`src/hdl/isaPkg.sv`:
```
package isaPkg;

	localparam int instrWidth  = 16;
	localparam int opcodeWidth = 5;

	// field positions inside the instruction word.
	localparam int opcodeMsb = 15;
	localparam int rsLsb     = 8;
	localparam int rtLsb     = 5;
	localparam int rdLsb     = 2;

	// immediate field widths, all starting at bit 0.
	localparam int imm5Width   = 5;  // I1 format.
	localparam int imm8Width   = 8;  // I2 format.
	localparam int disp11Width = 11; // J format.

	localparam logic [opcodeWidth-1:0] OP_HALT  = 5'b0_0000;
	localparam logic [opcodeWidth-1:0] OP_NOP   = 5'b0_0001;
	localparam logic [opcodeWidth-1:0] OP_SIIC  = 5'b0_0010;
	localparam logic [opcodeWidth-1:0] OP_RTI   = 5'b0_0011;
	localparam logic [opcodeWidth-1:0] OP_J     = 5'b0_0100;
	localparam logic [opcodeWidth-1:0] OP_JR    = 5'b0_0101;
	localparam logic [opcodeWidth-1:0] OP_JAL   = 5'b0_0110;
	localparam logic [opcodeWidth-1:0] OP_JALR  = 5'b0_0111;
	localparam logic [opcodeWidth-1:0] OP_ADDI  = 5'b0_1000;
	localparam logic [opcodeWidth-1:0] OP_SUBI  = 5'b0_1001;
	localparam logic [opcodeWidth-1:0] OP_XORI  = 5'b0_1010;
	localparam logic [opcodeWidth-1:0] OP_ANDNI = 5'b0_1011;
	localparam logic [opcodeWidth-1:0] OP_BEQZ  = 5'b0_1100;
	localparam logic [opcodeWidth-1:0] OP_BNEZ  = 5'b0_1101;
	localparam logic [opcodeWidth-1:0] OP_BLTZ  = 5'b0_1110;
	localparam logic [opcodeWidth-1:0] OP_BGEZ  = 5'b0_1111;
	localparam logic [opcodeWidth-1:0] OP_ST    = 5'b1_0000;
	localparam logic [opcodeWidth-1:0] OP_LD    = 5'b1_0001;
	localparam logic [opcodeWidth-1:0] OP_SLBI  = 5'b1_0010;
	localparam logic [opcodeWidth-1:0] OP_STU   = 5'b1_0011;
	localparam logic [opcodeWidth-1:0] OP_ROLI  = 5'b1_0100;
	localparam logic [opcodeWidth-1:0] OP_SLLI  = 5'b1_0101;
	localparam logic [opcodeWidth-1:0] OP_RORI  = 5'b1_0110;
	localparam logic [opcodeWidth-1:0] OP_SRLI  = 5'b1_0111;
	localparam logic [opcodeWidth-1:0] OP_LBI   = 5'b1_1000;
	localparam logic [opcodeWidth-1:0] OP_BTR   = 5'b1_1001;
	localparam logic [opcodeWidth-1:0] OP_SHIFT = 5'b1_1010; // rol, sll, ror, srl.
	localparam logic [opcodeWidth-1:0] OP_ALU   = 5'b1_1011; // add, sub, xor, andn.
	localparam logic [opcodeWidth-1:0] OP_SEQ   = 5'b1_1100;
	localparam logic [opcodeWidth-1:0] OP_SLT   = 5'b1_1101;
	localparam logic [opcodeWidth-1:0] OP_SLE   = 5'b1_1110;
	localparam logic [opcodeWidth-1:0] OP_SCO   = 5'b1_1111;

endpackage

```
`src/hdl/dpPkg.sv`:
```
package dpPkg;

	// default width of the register file and the immediate.
	localparam int defaultDataWidth = 16;

	// register file geometry.
	localparam int regAddrWidth = 3;
	localparam int regCount     = 8;

	// jal and jalr write the return address here.
	localparam logic [regAddrWidth-1:0] linkReg = 3'd7;

endpackage

```
`src/hdl/control.sv`:
```
`timescale 1ns/1ps

module control
(
	input  logic [isaPkg::opcodeWidth-1:0] opcode,
	output logic                           regDst,
	output logic                           aluSrc,
	output logic                           branch,
	output logic                           memRead,
	output logic                           memWrite,
	output logic                           jump,
	output logic                           memToReg,
	output logic                           regWrite,
	output logic                           halt,
	output logic                           zeroExt,
	output logic                           i1Fmt,
	output logic [isaPkg::opcodeWidth-1:0] aluOp
);

	assign aluOp = opcode; // execute decodes the function itself.

	always_comb
	begin
		regDst   = 1'b0; // rd field instead of rt or rs.
		aluSrc   = 1'b0;
		branch   = 1'b0;
		memRead  = 1'b0;
		memWrite = 1'b0;
		jump     = 1'b0;
		memToReg = 1'b0;
		regWrite = 1'b0;
		halt     = 1'b0;
		zeroExt  = 1'b0;
		i1Fmt    = 1'b0;
		case (opcode)
			isaPkg::OP_HALT:
			begin
				halt = 1'b1;
			end
			isaPkg::OP_NOP, isaPkg::OP_SIIC, isaPkg::OP_RTI:
			begin
				// nothing reaches the datapath for these
			end
			isaPkg::OP_ADDI, isaPkg::OP_SUBI, isaPkg::OP_ROLI, isaPkg::OP_SLLI,
			isaPkg::OP_RORI, isaPkg::OP_SRLI:
			begin
				aluSrc   = 1'b1;
				regWrite = 1'b1;
				i1Fmt    = 1'b1;
			end
			isaPkg::OP_XORI, isaPkg::OP_ANDNI:
			begin
				aluSrc   = 1'b1;
				regWrite = 1'b1;
				i1Fmt    = 1'b1;
				zeroExt  = 1'b1; // logical ops take an unsigned immediate.
			end
			isaPkg::OP_ST:
			begin
				aluSrc   = 1'b1;
				i1Fmt    = 1'b1;
				memWrite = 1'b1;
				memRead  = 1'b1;
				memToReg = 1'b1;
			end
			isaPkg::OP_LD:
			begin
				aluSrc   = 1'b1;
				i1Fmt    = 1'b1;
				memRead  = 1'b1;
				memToReg = 1'b1;
				regWrite = 1'b1;
			end
			isaPkg::OP_STU:
			begin
				aluSrc   = 1'b1;
				i1Fmt    = 1'b1;
				memWrite = 1'b1;
				memRead  = 1'b1;
				regWrite = 1'b1; // base register gets the updated address.
			end
			isaPkg::OP_BTR, isaPkg::OP_SHIFT, isaPkg::OP_ALU, isaPkg::OP_SEQ,
			isaPkg::OP_SLT, isaPkg::OP_SLE, isaPkg::OP_SCO:
			begin
				regDst   = 1'b1;
				regWrite = 1'b1;
			end
			isaPkg::OP_BEQZ, isaPkg::OP_BNEZ, isaPkg::OP_BLTZ, isaPkg::OP_BGEZ:
			begin
				aluSrc = 1'b1;
				branch = 1'b1;
			end
			isaPkg::OP_LBI:
			begin
				regWrite = 1'b1;
				aluSrc   = 1'b1;
			end
			isaPkg::OP_SLBI:
			begin
				regWrite = 1'b1;
				aluSrc   = 1'b1;
				zeroExt  = 1'b1; // shifted in below the old low byte.
			end
			isaPkg::OP_J:
			begin
				jump = 1'b1;
			end
			isaPkg::OP_JR:
			begin
				jump   = 1'b1;
				aluSrc = 1'b1; // target is rs plus imm8.
			end
			isaPkg::OP_JAL:
			begin
				jump     = 1'b1;
				regWrite = 1'b1;
			end
			isaPkg::OP_JALR:
			begin
				jump     = 1'b1;
				regWrite = 1'b1;
				aluSrc   = 1'b1;
			end
			default:
			begin
				// every encoding is listed above
			end
		endcase
	end

endmodule

```
`src/hdl/immGen.sv`:
```
`timescale 1ns/1ps

module immGen
#(
	parameter int dataWidth = dpPkg::defaultDataWidth
)
(
	input  logic [isaPkg::instrWidth-1:0] instr,
	input  logic                          i1Fmt,
	input  logic                          zeroExt,
	input  logic                          jump,
	input  logic                          aluSrc,
	output logic [dataWidth-1:0]          imm
);

	localparam int w5  = isaPkg::imm5Width;
	localparam int w8  = isaPkg::imm8Width;
	localparam int w11 = isaPkg::disp11Width;

	logic [w5-1:0]        imm5Field;
	logic [w8-1:0]        imm8Field;
	logic [w11-1:0]       disp11Field;
	logic                 fill5;
	logic                 fill8;
	logic                 fill11;
	logic [dataWidth-1:0] imm5Ext;
	logic [dataWidth-1:0] imm8Ext;
	logic [dataWidth-1:0] disp11Ext;

	assign imm5Field   = instr[w5-1:0];
	assign imm8Field   = instr[w8-1:0];
	assign disp11Field = instr[w11-1:0];

	// fill bit is the field msb unless zero extension is asked for.
	assign fill5  = ~zeroExt & imm5Field[w5-1];
	assign fill8  = ~zeroExt & imm8Field[w8-1];
	assign fill11 = ~zeroExt & disp11Field[w11-1];

	assign imm5Ext   = {{(dataWidth-w5){fill5}}, imm5Field};
	assign imm8Ext   = {{(dataWidth-w8){fill8}}, imm8Field};
	assign disp11Ext = {{(dataWidth-w11){fill11}}, disp11Field};

	always_comb
	begin
		if (i1Fmt)
		begin
			imm = imm5Ext;
		end
		else if (jump && !aluSrc)
		begin
			imm = disp11Ext; // j and jal use the long displacement.
		end
		else
		begin
			imm = imm8Ext; // branches, lbi, slbi, jr, jalr.
		end
	end

endmodule

```
`src/hdl/regFile.sv`:
```
`timescale 1ns/1ps

module regFile
#(
	parameter int dataWidth = dpPkg::defaultDataWidth
)
(
	input  logic                          clk,
	input  logic                          rstN,
	input  logic [dpPkg::regAddrWidth-1:0] rsAddr,
	input  logic [dpPkg::regAddrWidth-1:0] rtAddr,
	output logic [dataWidth-1:0]          rsData,
	output logic [dataWidth-1:0]          rtData,
	input  logic                          wrEn,
	input  logic [dpPkg::regAddrWidth-1:0] wrAddr,
	input  logic [dataWidth-1:0]          wrData
);

	logic [dataWidth-1:0] regs [dpPkg::regCount];

	always_ff @(posedge clk)
	begin
		if (!rstN)
		begin
			for (int i = 0; i < dpPkg::regCount; i++)
			begin
				regs[i] <= '0;
			end
		end
		else if (wrEn)
		begin
			regs[wrAddr] <= wrData;
		end
	end

	// same-cycle writeback is forwarded so decode sees the new value.
	always_comb
	begin
		if (wrEn && (wrAddr == rsAddr))
		begin
			rsData = wrData;
		end
		else
		begin
			rsData = regs[rsAddr];
		end
		if (wrEn && (wrAddr == rtAddr))
		begin
			rtData = wrData;
		end
		else
		begin
			rtData = regs[rtAddr];
		end
	end

endmodule

```
`src/hdl/decodeStage.sv`:
```
`timescale 1ns/1ps

module decodeStage
#(
	parameter int dataWidth = dpPkg::defaultDataWidth
)
(
	input  logic                           clk,
	input  logic                           rstN,
	input  logic [isaPkg::instrWidth-1:0]  instr,
	input  logic                           instrValid,
	input  logic                           wbEn,
	input  logic [dpPkg::regAddrWidth-1:0] wbAddr,
	input  logic [dataWidth-1:0]           wbData,
	output logic                           exValid,
	output logic                           regWrite,
	output logic                           memRead,
	output logic                           memWrite,
	output logic                           memToReg,
	output logic                           aluSrc,
	output logic                           branch,
	output logic                           jump,
	output logic                           halt,
	output logic [isaPkg::opcodeWidth-1:0] aluOp,
	output logic [dataWidth-1:0]           rsData,
	output logic [dataWidth-1:0]           rtData,
	output logic [dataWidth-1:0]           imm,
	output logic [dpPkg::regAddrWidth-1:0] writeReg
);

	logic [isaPkg::opcodeWidth-1:0] opcode;
	logic [dpPkg::regAddrWidth-1:0] rsField;
	logic [dpPkg::regAddrWidth-1:0] rtField;
	logic [dpPkg::regAddrWidth-1:0] rdField;

	logic                           decRegDst;
	logic                           decAluSrc;
	logic                           decBranch;
	logic                           decMemRead;
	logic                           decMemWrite;
	logic                           decJump;
	logic                           decMemToReg;
	logic                           decRegWrite;
	logic                           decHalt;
	logic                           decZeroExt;
	logic                           decI1Fmt;
	logic [isaPkg::opcodeWidth-1:0] decAluOp;
	logic [dataWidth-1:0]           decRsData;
	logic [dataWidth-1:0]           decRtData;
	logic [dataWidth-1:0]           decImm;
	logic [dpPkg::regAddrWidth-1:0] decWriteReg;

	assign opcode  = instr[isaPkg::opcodeMsb -: isaPkg::opcodeWidth];
	assign rsField = instr[isaPkg::rsLsb +: dpPkg::regAddrWidth];
	assign rtField = instr[isaPkg::rtLsb +: dpPkg::regAddrWidth];
	assign rdField = instr[isaPkg::rdLsb +: dpPkg::regAddrWidth];

	control controlUnit
	(
		.opcode   (opcode),
		.regDst   (decRegDst),
		.aluSrc   (decAluSrc),
		.branch   (decBranch),
		.memRead  (decMemRead),
		.memWrite (decMemWrite),
		.jump     (decJump),
		.memToReg (decMemToReg),
		.regWrite (decRegWrite),
		.halt     (decHalt),
		.zeroExt  (decZeroExt),
		.i1Fmt    (decI1Fmt),
		.aluOp    (decAluOp)
	);

	immGen #(.dataWidth(dataWidth)) immGenUnit
	(
		.instr   (instr),
		.i1Fmt   (decI1Fmt),
		.zeroExt (decZeroExt),
		.jump    (decJump),
		.aluSrc  (decAluSrc),
		.imm     (decImm)
	);

	regFile #(.dataWidth(dataWidth)) regFileUnit
	(
		.clk    (clk),
		.rstN   (rstN),
		.rsAddr (rsField),
		.rtAddr (rtField),
		.rsData (decRsData),
		.rtData (decRtData),
		.wrEn   (wbEn),
		.wrAddr (wbAddr),
		.wrData (wbData)
	);

	always_comb
	begin
		if (decRegDst)
		begin
			decWriteReg = rdField; // R format.
		end
		else if (decI1Fmt)
		begin
			decWriteReg = rtField;
		end
		else if (decJump)
		begin
			decWriteReg = dpPkg::linkReg;
		end
		else
		begin
			decWriteReg = rsField; // lbi and slbi write rs.
		end
	end

	// control half of the stage register.
	always_ff @(posedge clk)
	begin
		if (!rstN)
		begin
			exValid  <= 1'b0;
			regWrite <= 1'b0;
			memRead  <= 1'b0;
			memWrite <= 1'b0;
			memToReg <= 1'b0;
			aluSrc   <= 1'b0;
			branch   <= 1'b0;
			jump     <= 1'b0;
			halt     <= 1'b0;
		end
		else
		begin
			exValid <= instrValid; // one pulse per strobe.
			if (instrValid)
			begin
				regWrite <= decRegWrite;
				memRead  <= decMemRead;
				memWrite <= decMemWrite;
				memToReg <= decMemToReg;
				aluSrc   <= decAluSrc;
				branch   <= decBranch;
				jump     <= decJump;
				halt     <= decHalt;
			end
		end
	end

	// payload half, held between strobes.
	always_ff @(posedge clk)
	begin
		if (instrValid)
		begin
			aluOp    <= decAluOp;
			rsData   <= decRsData;
			rtData   <= decRtData;
			imm      <= decImm;
			writeReg <= decWriteReg;
		end
	end

endmodule

```
`config.mk`:
```
export PLATFORM = sky130hd
export DESIGN_NAME = decodeStage
export DESIGN_NICKNAME = d
export VERILOG_FILES = /design/src/hdl/isaPkg.sv /design/src/hdl/dpPkg.sv /design/src/hdl/control.sv /design/src/hdl/immGen.sv /design/src/hdl/regFile.sv /design/src/hdl/decodeStage.sv
export SDC_FILE = /design/constraint.sdc
export NUM_CORES = 1
export LEC_CHECK = 0
export BUFFER_PORTS_ARGS = -buffer_cell sky130_fd_sc_hd__buf_2
export CORE_ASPECT_RATIO = 0.9
export CORE_MARGIN = 5
export CORE_UTILIZATION = 50
export DETAILED_ROUTE_END_ITERATION = 10
export PLACE_DENSITY_LB_ADDON = 0.3
export SLEW_MARGIN = 20
export SYNTH_ARGS = -nofsm -noshare
export SYNTH_HDL_FRONTEND = slang
export SYNTH_HIERARCHICAL = 1
export SYNTH_SLANG_ARGS = --single-unit
```
`constraint.sdc`:
```
create_clock -name clk -period 2.95 [get_ports clk]
set_input_delay 0.295 -clock clk [delete_from_list [all_inputs] [get_ports clk]]
set_output_delay 0.295 -clock clk [all_outputs]
set_load 0.01 [all_outputs]
```
==> results of run 1 <==
[placed cells by master (no fill, tap or decap), types with 3 or more instances in the layout]
cell / instances
mux2_4: 11
nand2b_1: 5
nor3_1: 6
clkinvlp_4: 3
xnor2_1: 6
dfxtp_1: 9
and2_1: 128
buf_2: 103
buf_4: 29
nand3_1: 5
nor2_1: 8
o21ai_1: 6
inv_1: 5
buf_12: 4
mux2i_1: 8
nor2_2: 3
mux4_2: 4
mux4_1: 60
o31ai_1: 3
nand2_1: 8
mux2_2: 53
nor2b_1: 12
clkbuf_16: 17
edfxtp_1: 184
o21ai_0: 3
clkinv_2: 4
[through the flow]
step,setup slack [ps],utilization
global route,1190,0.570
floorplan,678,-
global placement,871,0.542
detailed placement,839,0.542
finish,1230,0.570
CTS,1230,0.570
[logic make-up (layout without fill, tap and decap cells)]
| logic type | after synthesis | in the layout | synth area share |
|---|---|---|---|
| buf+inv | 58 | 172 | 0.0382 |
| compound gates | 20 | 20 | 0.0128 |
| simple gates | 190 | 190 | 0.118 |
| mux | 136 | 136 | 0.252 |
| flops | 193 | 193 | 0.573 |
| xor+xnor | 7 | 7 | 0.00616 |
[layer usage]
layer | wire length [um] | part of all wire
met5 | 0 | 0
met4 | 388 | 0.017
met3 | 1210 | 0.053
met2 | 11700 | 0.52
met1 | 9360 | 0.41
[cell type report]
class	count	area (um^2)	share of cell area
clock buffer	19	433	0.0384
clock inverter	12	119	0.0105
inverter	5	18.8	0.00166
multi-input combinational	353	3870	0.343
sequential	193	5710	0.506
tap	255	319	0.0283
timing repair buffer	136	813	0.0721
[sequential cells by signal, indices dropped and copies added, names as in the netlist, 3 cells and up]
| register | count |
|---|---|
| aluOp | 5 |
| imm | 16 |
| regFileUnit/regs | 128 |
| rsData | 16 |
| rtData | 16 |
| writeReg | 3 |
[power groups by stage]
| stage | Sequential, mW | Combinational, mW | Clock [mW] |
|---|---|---|---|
| finish | 3.31 | 0.792 | 2.18 |
| floorplan | 3.38 | 0.484 | 0 |
| global route | 3.32 | 0.852 | 2.35 |
| CTS | 3.31 | 0.802 | 2.22 |
| global placement | 3.35 | 0.779 | 0 |
| detailed placement | 3.37 | 0.799 | 0 |
[worst min-delay path by stage]
stage	endpoint	slack [ps]	cells past startpoint
after floorplan	aluOp[0]$_DFFE_PP_	410	0
after global placement	imm[1]$_DFFE_PP_	480	1
after detailed placement	imm[0]$_DFFE_PP_	490	1
after CTS	imm[0]$_DFFE_PP_	40	1
after global routing	imm[0]$_DFFE_PP_	30	1
final	imm[0]$_DFFE_PP_	50	1
[cells in the mapped netlist, drive strengths merged]
cell / n
nor3: 6
xor2: 1
o31ai: 3
mux4: 64
nor2b: 12
and3b: 1
o21ai: 9
xnor2: 6
clkbuf: 21
nand4: 2
inv: 5
buf: 32
nor3b: 3
mux2: 64
nand3: 5
nor2: 11
a21oi: 3
nor4: 1
nand3b: 2
and2: 129
nand2: 8
dfxtp: 9
nand2b: 6
o22ai: 1
o311a: 2
or3b: 2
or2b: 2
mux2i: 8
a211oi: 2
edfxtp: 184
[critical path, cell delays in order, from the launching register on]
cell and delay [ps]:
edfxtp_1 420, mux4_1 520, mux2_2 270, mux2_2 260
==> results.py, run 1 <==
metrics = {
    "placed_design": {
        "dp_cells": 942,
        "place.gp.congestion": 0.744,
        "post_dp_cell_area_um2": 10700,
        "io_buffer_count": 103,
        "dp_hpwl_um": 14600,
    },
    "yosys": {
        "syn-num-nets": 643,
        "synth_top_area_share": 0.555,
        "yosysUniqueCellTypes": 41,
        "yosys_warnings": 6,
        "synth_area_per_cell_um2": 16.5,
        "synth_area_um2": 9950,
        "yosys-top-cells-area": "edfxtp_1 56%, mux4_1 16%, and2_1 8.0%",
        "synth_seq_cells": 193,
        "seq_area_frac_synth": 0.573,
        "syn-instance-count": 604,
        "synth_top_cell_by_area": "edfxtp_1",
    },
    "worst_setup_path": {
        "ff2ff_path_depth": 3,
        "worstPathRequired_ps": 3120,
        "crit_type": "register to register",
        "cp_max_fo": 2,
        "reg2reg_slack_ps": 1230,
        "cp.arrival_ps": 1890,
        "r2r_end": "rtData[4]$_DFFE_PP_",
        "end_kind": "register",
        "cp-start-kind": "register",
        "crit_start": "regFileUnit/regs[1][4]$_SDFFCE_PN0P_",
        "r2r-start": "regFileUnit/regs[1][4]$_SDFFCE_PN0P_",
        "cp-endpoint": "rtData[4]$_DFFE_PP_",
    },
    "sta": {
        "fmax_mhz": 582,
        "slew_viol_final": 0,
        "setup_viol": 0,
        "period_share": 0.583,
        "tns_ps": 0,
        "hold_viol_final": 0,
        "period_needed_ps": 1720,
        "worst_pin_slew_ps": 762,
        "timing.hold.ws_ps": 51.0,
        "skew_ps": 5.47,
        "rsz0062_at_grt": "false",
        "slew_headroom": 0.492,
    },
    "clock_tree": {
        "clkLatencyLatePin_ps": 420,
        "cts_sinks": 193,
        "htreeDepth": 4,
        "cts_setup_buffers": 0,
        "cts.repair.resized": 0,
        "cts_root_buffer": "clkbuf_16",
        "numCtsBuffers": 17,
        "cts.path.max_buffers": 2,
        "hold_buffers": 0,
        "clk_pin_slew_worst_paths_ps": 70,
        "cts_tree": "yes",
    },
    "drt": {
        "routedWlPerCell_um": 23.3,
        "drc": 0,
        "vias_per_cell": 5.82,
        "drt-total-wl_um": 22700,
        "drt_iter0_drc": 375,
        "first_pass_iters": 5,
        "via_count": 5658,
        "ant_nets": 0,
    },
    "min_path": {
        "hp-start": "instr[0]",
        "worstHoldPathType": "primary input to register",
    },
    "floorplanning": {
        "fp.dieH_um": 144,
        "ios": 104,
        "dieArea_um2": 22800,
        "coreArea_um2": 19800,
        "initial_core_util": 0.503,
        "rows": 49,
        "die_w_um": 159,
    },
    "pwr": {
        "total_power_mw": 6.28,
        "combPwrFrac": 0.126,
        "swShare": 0.225,
        "intPower_mw": 4.86,
        "power_density_nw_per_um2": 556,
        "total_leakage_power_nw": 4.32,
        "switching_power_mw": 1.41,
        "pwr-share-seq": 0.527,
        "power_frac_clock": 0.347,
        "peakVddDrop_mv": 0.301,
    },
    "outcome": {
        "status": "complete, no violations",
    },
    "grt": {
        "grt.met1_usage": 0.256,
        "grt.busiest_layer": "met2",
        "overflow": 0,
        "grt_antenna_before_repair": 0,
        "grt_pass1_wl_um": 34700,
        "grt_pass1_vias": 5917,
        "track_usage": 0.202,
        "use_met2": 0.352,
        "use_met3": 0.0416,
        "grt_max_degree": 42,
    },
    "run": {
        "cap_violations": 0,
    },
    "layout": {
        "nFillCells": 1543,
        "finalInstanceArea_um2": 11300,
        "syn2layout_area_growth_pct": 13.3,
        "drive_above_1_share": 0.334,
        "nets": 745,
        "fin_cells": 973,
        "diodes": 0,
    },
}
Note: power is estimated with default switching activity, not from simulation.
==> inputs of run 2 (changes only) <==
--- a/config.mk
+++ b/config.mk
@@ -5,6 +5,7 @@
 export SDC_FILE = /design/constraint.sdc
 export NUM_CORES = 1
 export LEC_CHECK = 0
+export ABC_AREA = 1
 export BUFFER_PORTS_ARGS = -buffer_cell sky130_fd_sc_hd__buf_2
 export CORE_ASPECT_RATIO = 0.9
 export CORE_MARGIN = 5
==> constraint.sdc (replaced) <==
create_clock -name clk -period 1.65 [get_ports clk]
set_input_delay 0.165 -clock clk [delete_from_list [all_inputs] [get_ports clk]]
set_output_delay 0.165 -clock clk [all_outputs]
set_load 0.01 [all_outputs]
==> results.py, run 2 <==
metrics = {
    "drt": {
        "via_count": 9123,
        "drt-total-wl_um": 29700,
        "drt_iter0_drc": 1306,
        "first_pass_iters": 6,
        "ant_nets": 0,
        "routedWlPerCell_um": 17.9,
        "vias_per_cell": 5.50,
        "drc": 0,
    },
    "worst_setup_path": {
        "crit_chain": "buf_2 -> nor2_1 -> nand3_1 -> nand2_1 -> nor2_2 -> nand3_1 -> buf_4 -> nor2_4 -> nand2_1 -> nand2_1 -> nand2_1 -> nand2_1",
        "r2r-start": "regFileUnit/regs[3][14]$_SDFFCE_PN0P_",
        "cp_common_cell": "nand2_1",
        "crit_type": "primary input to register",
        "reg2reg_slack_ps": 450,
        "cp-start-kind": "primary input",
        "ff2ff_path_depth": 6,
        "crit_start": "instr[12]",
        "end_kind": "register",
        "path_delay_family": "simple AND/OR/NAND/NOR gates",
        "crit_buf_inv": 2,
        "worstPathRequired_ps": 1810,
        "cp_max_fo": 5,
        "slowest_delay_ps": 250,
        "crit_slowest_cell": "nor2_1",
        "cp.arrival_ps": 1400,
        "worst-path-stages": 12,
        "r2r_end": "rsData[14]$_DFFE_PP_",
    },
    "clock_tree": {
        "cts_setup_buffers": 0,
        "numCtsBuffers": 17,
        "clkLatencyLatePin_ps": 430,
        "cts.path.max_buffers": 2,
        "cts_root_buffer": "clkbuf_16",
        "clk_pin_slew_worst_paths_ps": 70,
        "cts_tree": "yes",
        "htreeDepth": 4,
        "cts_sinks": 193,
    },
    "yosys": {
        "syn-num-nets": 1310,
        "async_reset_ff_frac": 0,
        "yosys_warnings": 6,
        "synth_ff_type": "edfxtp_1",
        "synth_area_per_cell_um2": 8.14,
        "yosysMostFrequentCell": "nand2_1",
        "yosysUniqueCellTypes": 28,
        "synth_area_um2": 10300,
        "synthTopCellsByCount": "397 x nand2_1, 228 x nand3_1, 184 x edfxtp_1",
        "yosys-top-cells-area": "edfxtp_1 53%, nand2_1 14%, nand3_1 11%",
        "synth_edf_count": 184,
        "seq_area_frac_synth": 0.551,
        "syn-instance-count": 1271,
        "synth_top_cell_by_area": "edfxtp_1",
        "synth_top_area_share": 0.534,
        "synth_seq_cells": 193,
    },
    "sta": {
        "period_needed_ps": 1240,
        "worst_pin_slew_ps": 396,
        "setup_viol": 0,
        "skew_ps": 7.69,
        "hold_viol_final": 0,
        "slew_viol_final": 0,
        "slew_headroom": 0.736,
        "period_share": 0.749,
        "fmax_mhz": 809,
        "rsz0062_at_grt": "false",
    },
    "layout": {
        "finalInstanceArea_um2": 12000,
        "multi_input_area_um2": 3560,
        "top_register": "regFileUnit/regs",
        "nFillCells": 1784,
        "largest_register_ffs": 128,
        "drive_above_1_share": 0.170,
        "nets": 1424,
        "final_cell_mix": "397 x nand2_1, 228 x nand3_1, 184 x edfxtp_1",
        "ff_latch_area_um2": 5710,
        "syn2layout_area_growth_pct": 16.2,
        "final_common_cell": "nand2_1",
    },
    "grt": {
        "grt_pass1_wl_um": 46200,
        "grt_pass1_vias": 8605,
        "overflow": 0,
        "grt_antenna_before_repair": 0,
        "grt_max_degree": 47,
        "track_usage": 0.249,
    },
    "placed_design": {
        "post_dp_cell_area_um2": 11400,
        "io_buffer_count": 103,
        "place.gp.congestion": 0.915,
        "dp_hpwl_um": 19500,
    },
    "min_path": {
        "holdPathStages": 3,
        "min_to": "rsData[0]$_DFFE_PP_",
        "hp-start": "wbData[0]",
        "worstHoldPathType": "primary input to register",
    },
    "floorplanning": {
        "initial_core_util": 0.503,
        "coreArea_um2": 20600,
        "ios": 104,
        "fp.dieH_um": 146,
        "dieArea_um2": 23700,
        "rows": 50,
        "die_w_um": 162,
    },
    "run": {
        "cap_violations": 0,
    },
    "pwr": {
        "total_leakage_power_nw": 5.71,
        "peakVddDrop_mv": 0.655,
        "total_power_mw": 11.6,
        "power_density_nw_per_um2": 969,
    },
    "outcome": {
        "status": "complete, no violations",
    },
}
run 2: cell count changes in the layout (fill, tap and decap cells not counted), moves of 53 or more:
cell and change:
and2_1 -128, inv_1 +147, mux2_2 -53, mux4_1 -60
nand2_1 +389, nand3_1 +223, nor2_1 +155
run 2: kinds of logic after synthesis:
group / share of synthesized area
AO/OA/AOI/OAI: 0.00762
flip-flops: 0.551
AND/OR/NAND/NOR: 0.337
buffers and inverters: 0.104
run 2: layout make-up:
type / instances / area share
inverters: 167 / 0.0527
clock buffers: 23 / 0.0415
repair buffers: 171 / 0.101
well taps: 260 / 0.0271
diodes: 1 / 0.000208
multi-input cells: 835 / 0.296
clock inverters: 9 / 0.00593
flip-flops and latches: 193 / 0.475
run 2: per-stage QoR:
stage / TNS (ps) / setup slack, ps / hold slack, ps / cells / util
floorplan: 0 / 45.9 / 263 / 1271 / -
global placement: 0 / 27.3 / 345 / 1619 / 0.553
detailed placement: -109 / -21.8 / 346 / 1619 / 0.553
CTS: 0 / 428 / 35.3 / 1658 / 0.584
global route: 0 / 251 / 42.4 / 1658 / 0.584
finish: 0 / 413 / 44.6 / 1659 / 0.584
run 2: report_power, final:
group	leakage (nW)	switching, mW	internal [mW]
registers	1.85	0.0943	5.76
logic	3.59	1.22	0.610
clock network	0.272	1.81	2.15
run 2: worst max path at each step:
stage,to,slack (ps)
5_1_grt,imm[15]$_DFFE_PP_,250
6_report,imm[15]$_DFFE_PP_,410
4_1_cts,imm[11]$_DFFE_PP_,430
3_5_place_dp,imm[11]$_DFFE_PP_,-20
2_1_floorplan,regFileUnit/regs[0][0]$_SDFFCE_PN0P_,50
3_3_place_gp,imm[11]$_DFFE_PP_,30
run 2: worst reg2reg max path, cell delays in order (launching register included):
cell and delay, ps:
edfxtp_1 400, nand2_1 80, nand3_1 90, nand3_1 130
nand2_1 60, nand2_1 120, nand2_1 70
run 2: timing repair:
action,CTS,global route
gates resized for setup,0,0
hold endpoints to repair,7,0
hold buffers,7,0
run 2: routing by layer:
metal	track usage	wire, um	vias up
li1	-	-	4274
met1	0.341	12100	4209
met2	0.399	13700	575
met4	0.0850	729	0
met5	0	0	-
met3	0.0508	3140	65
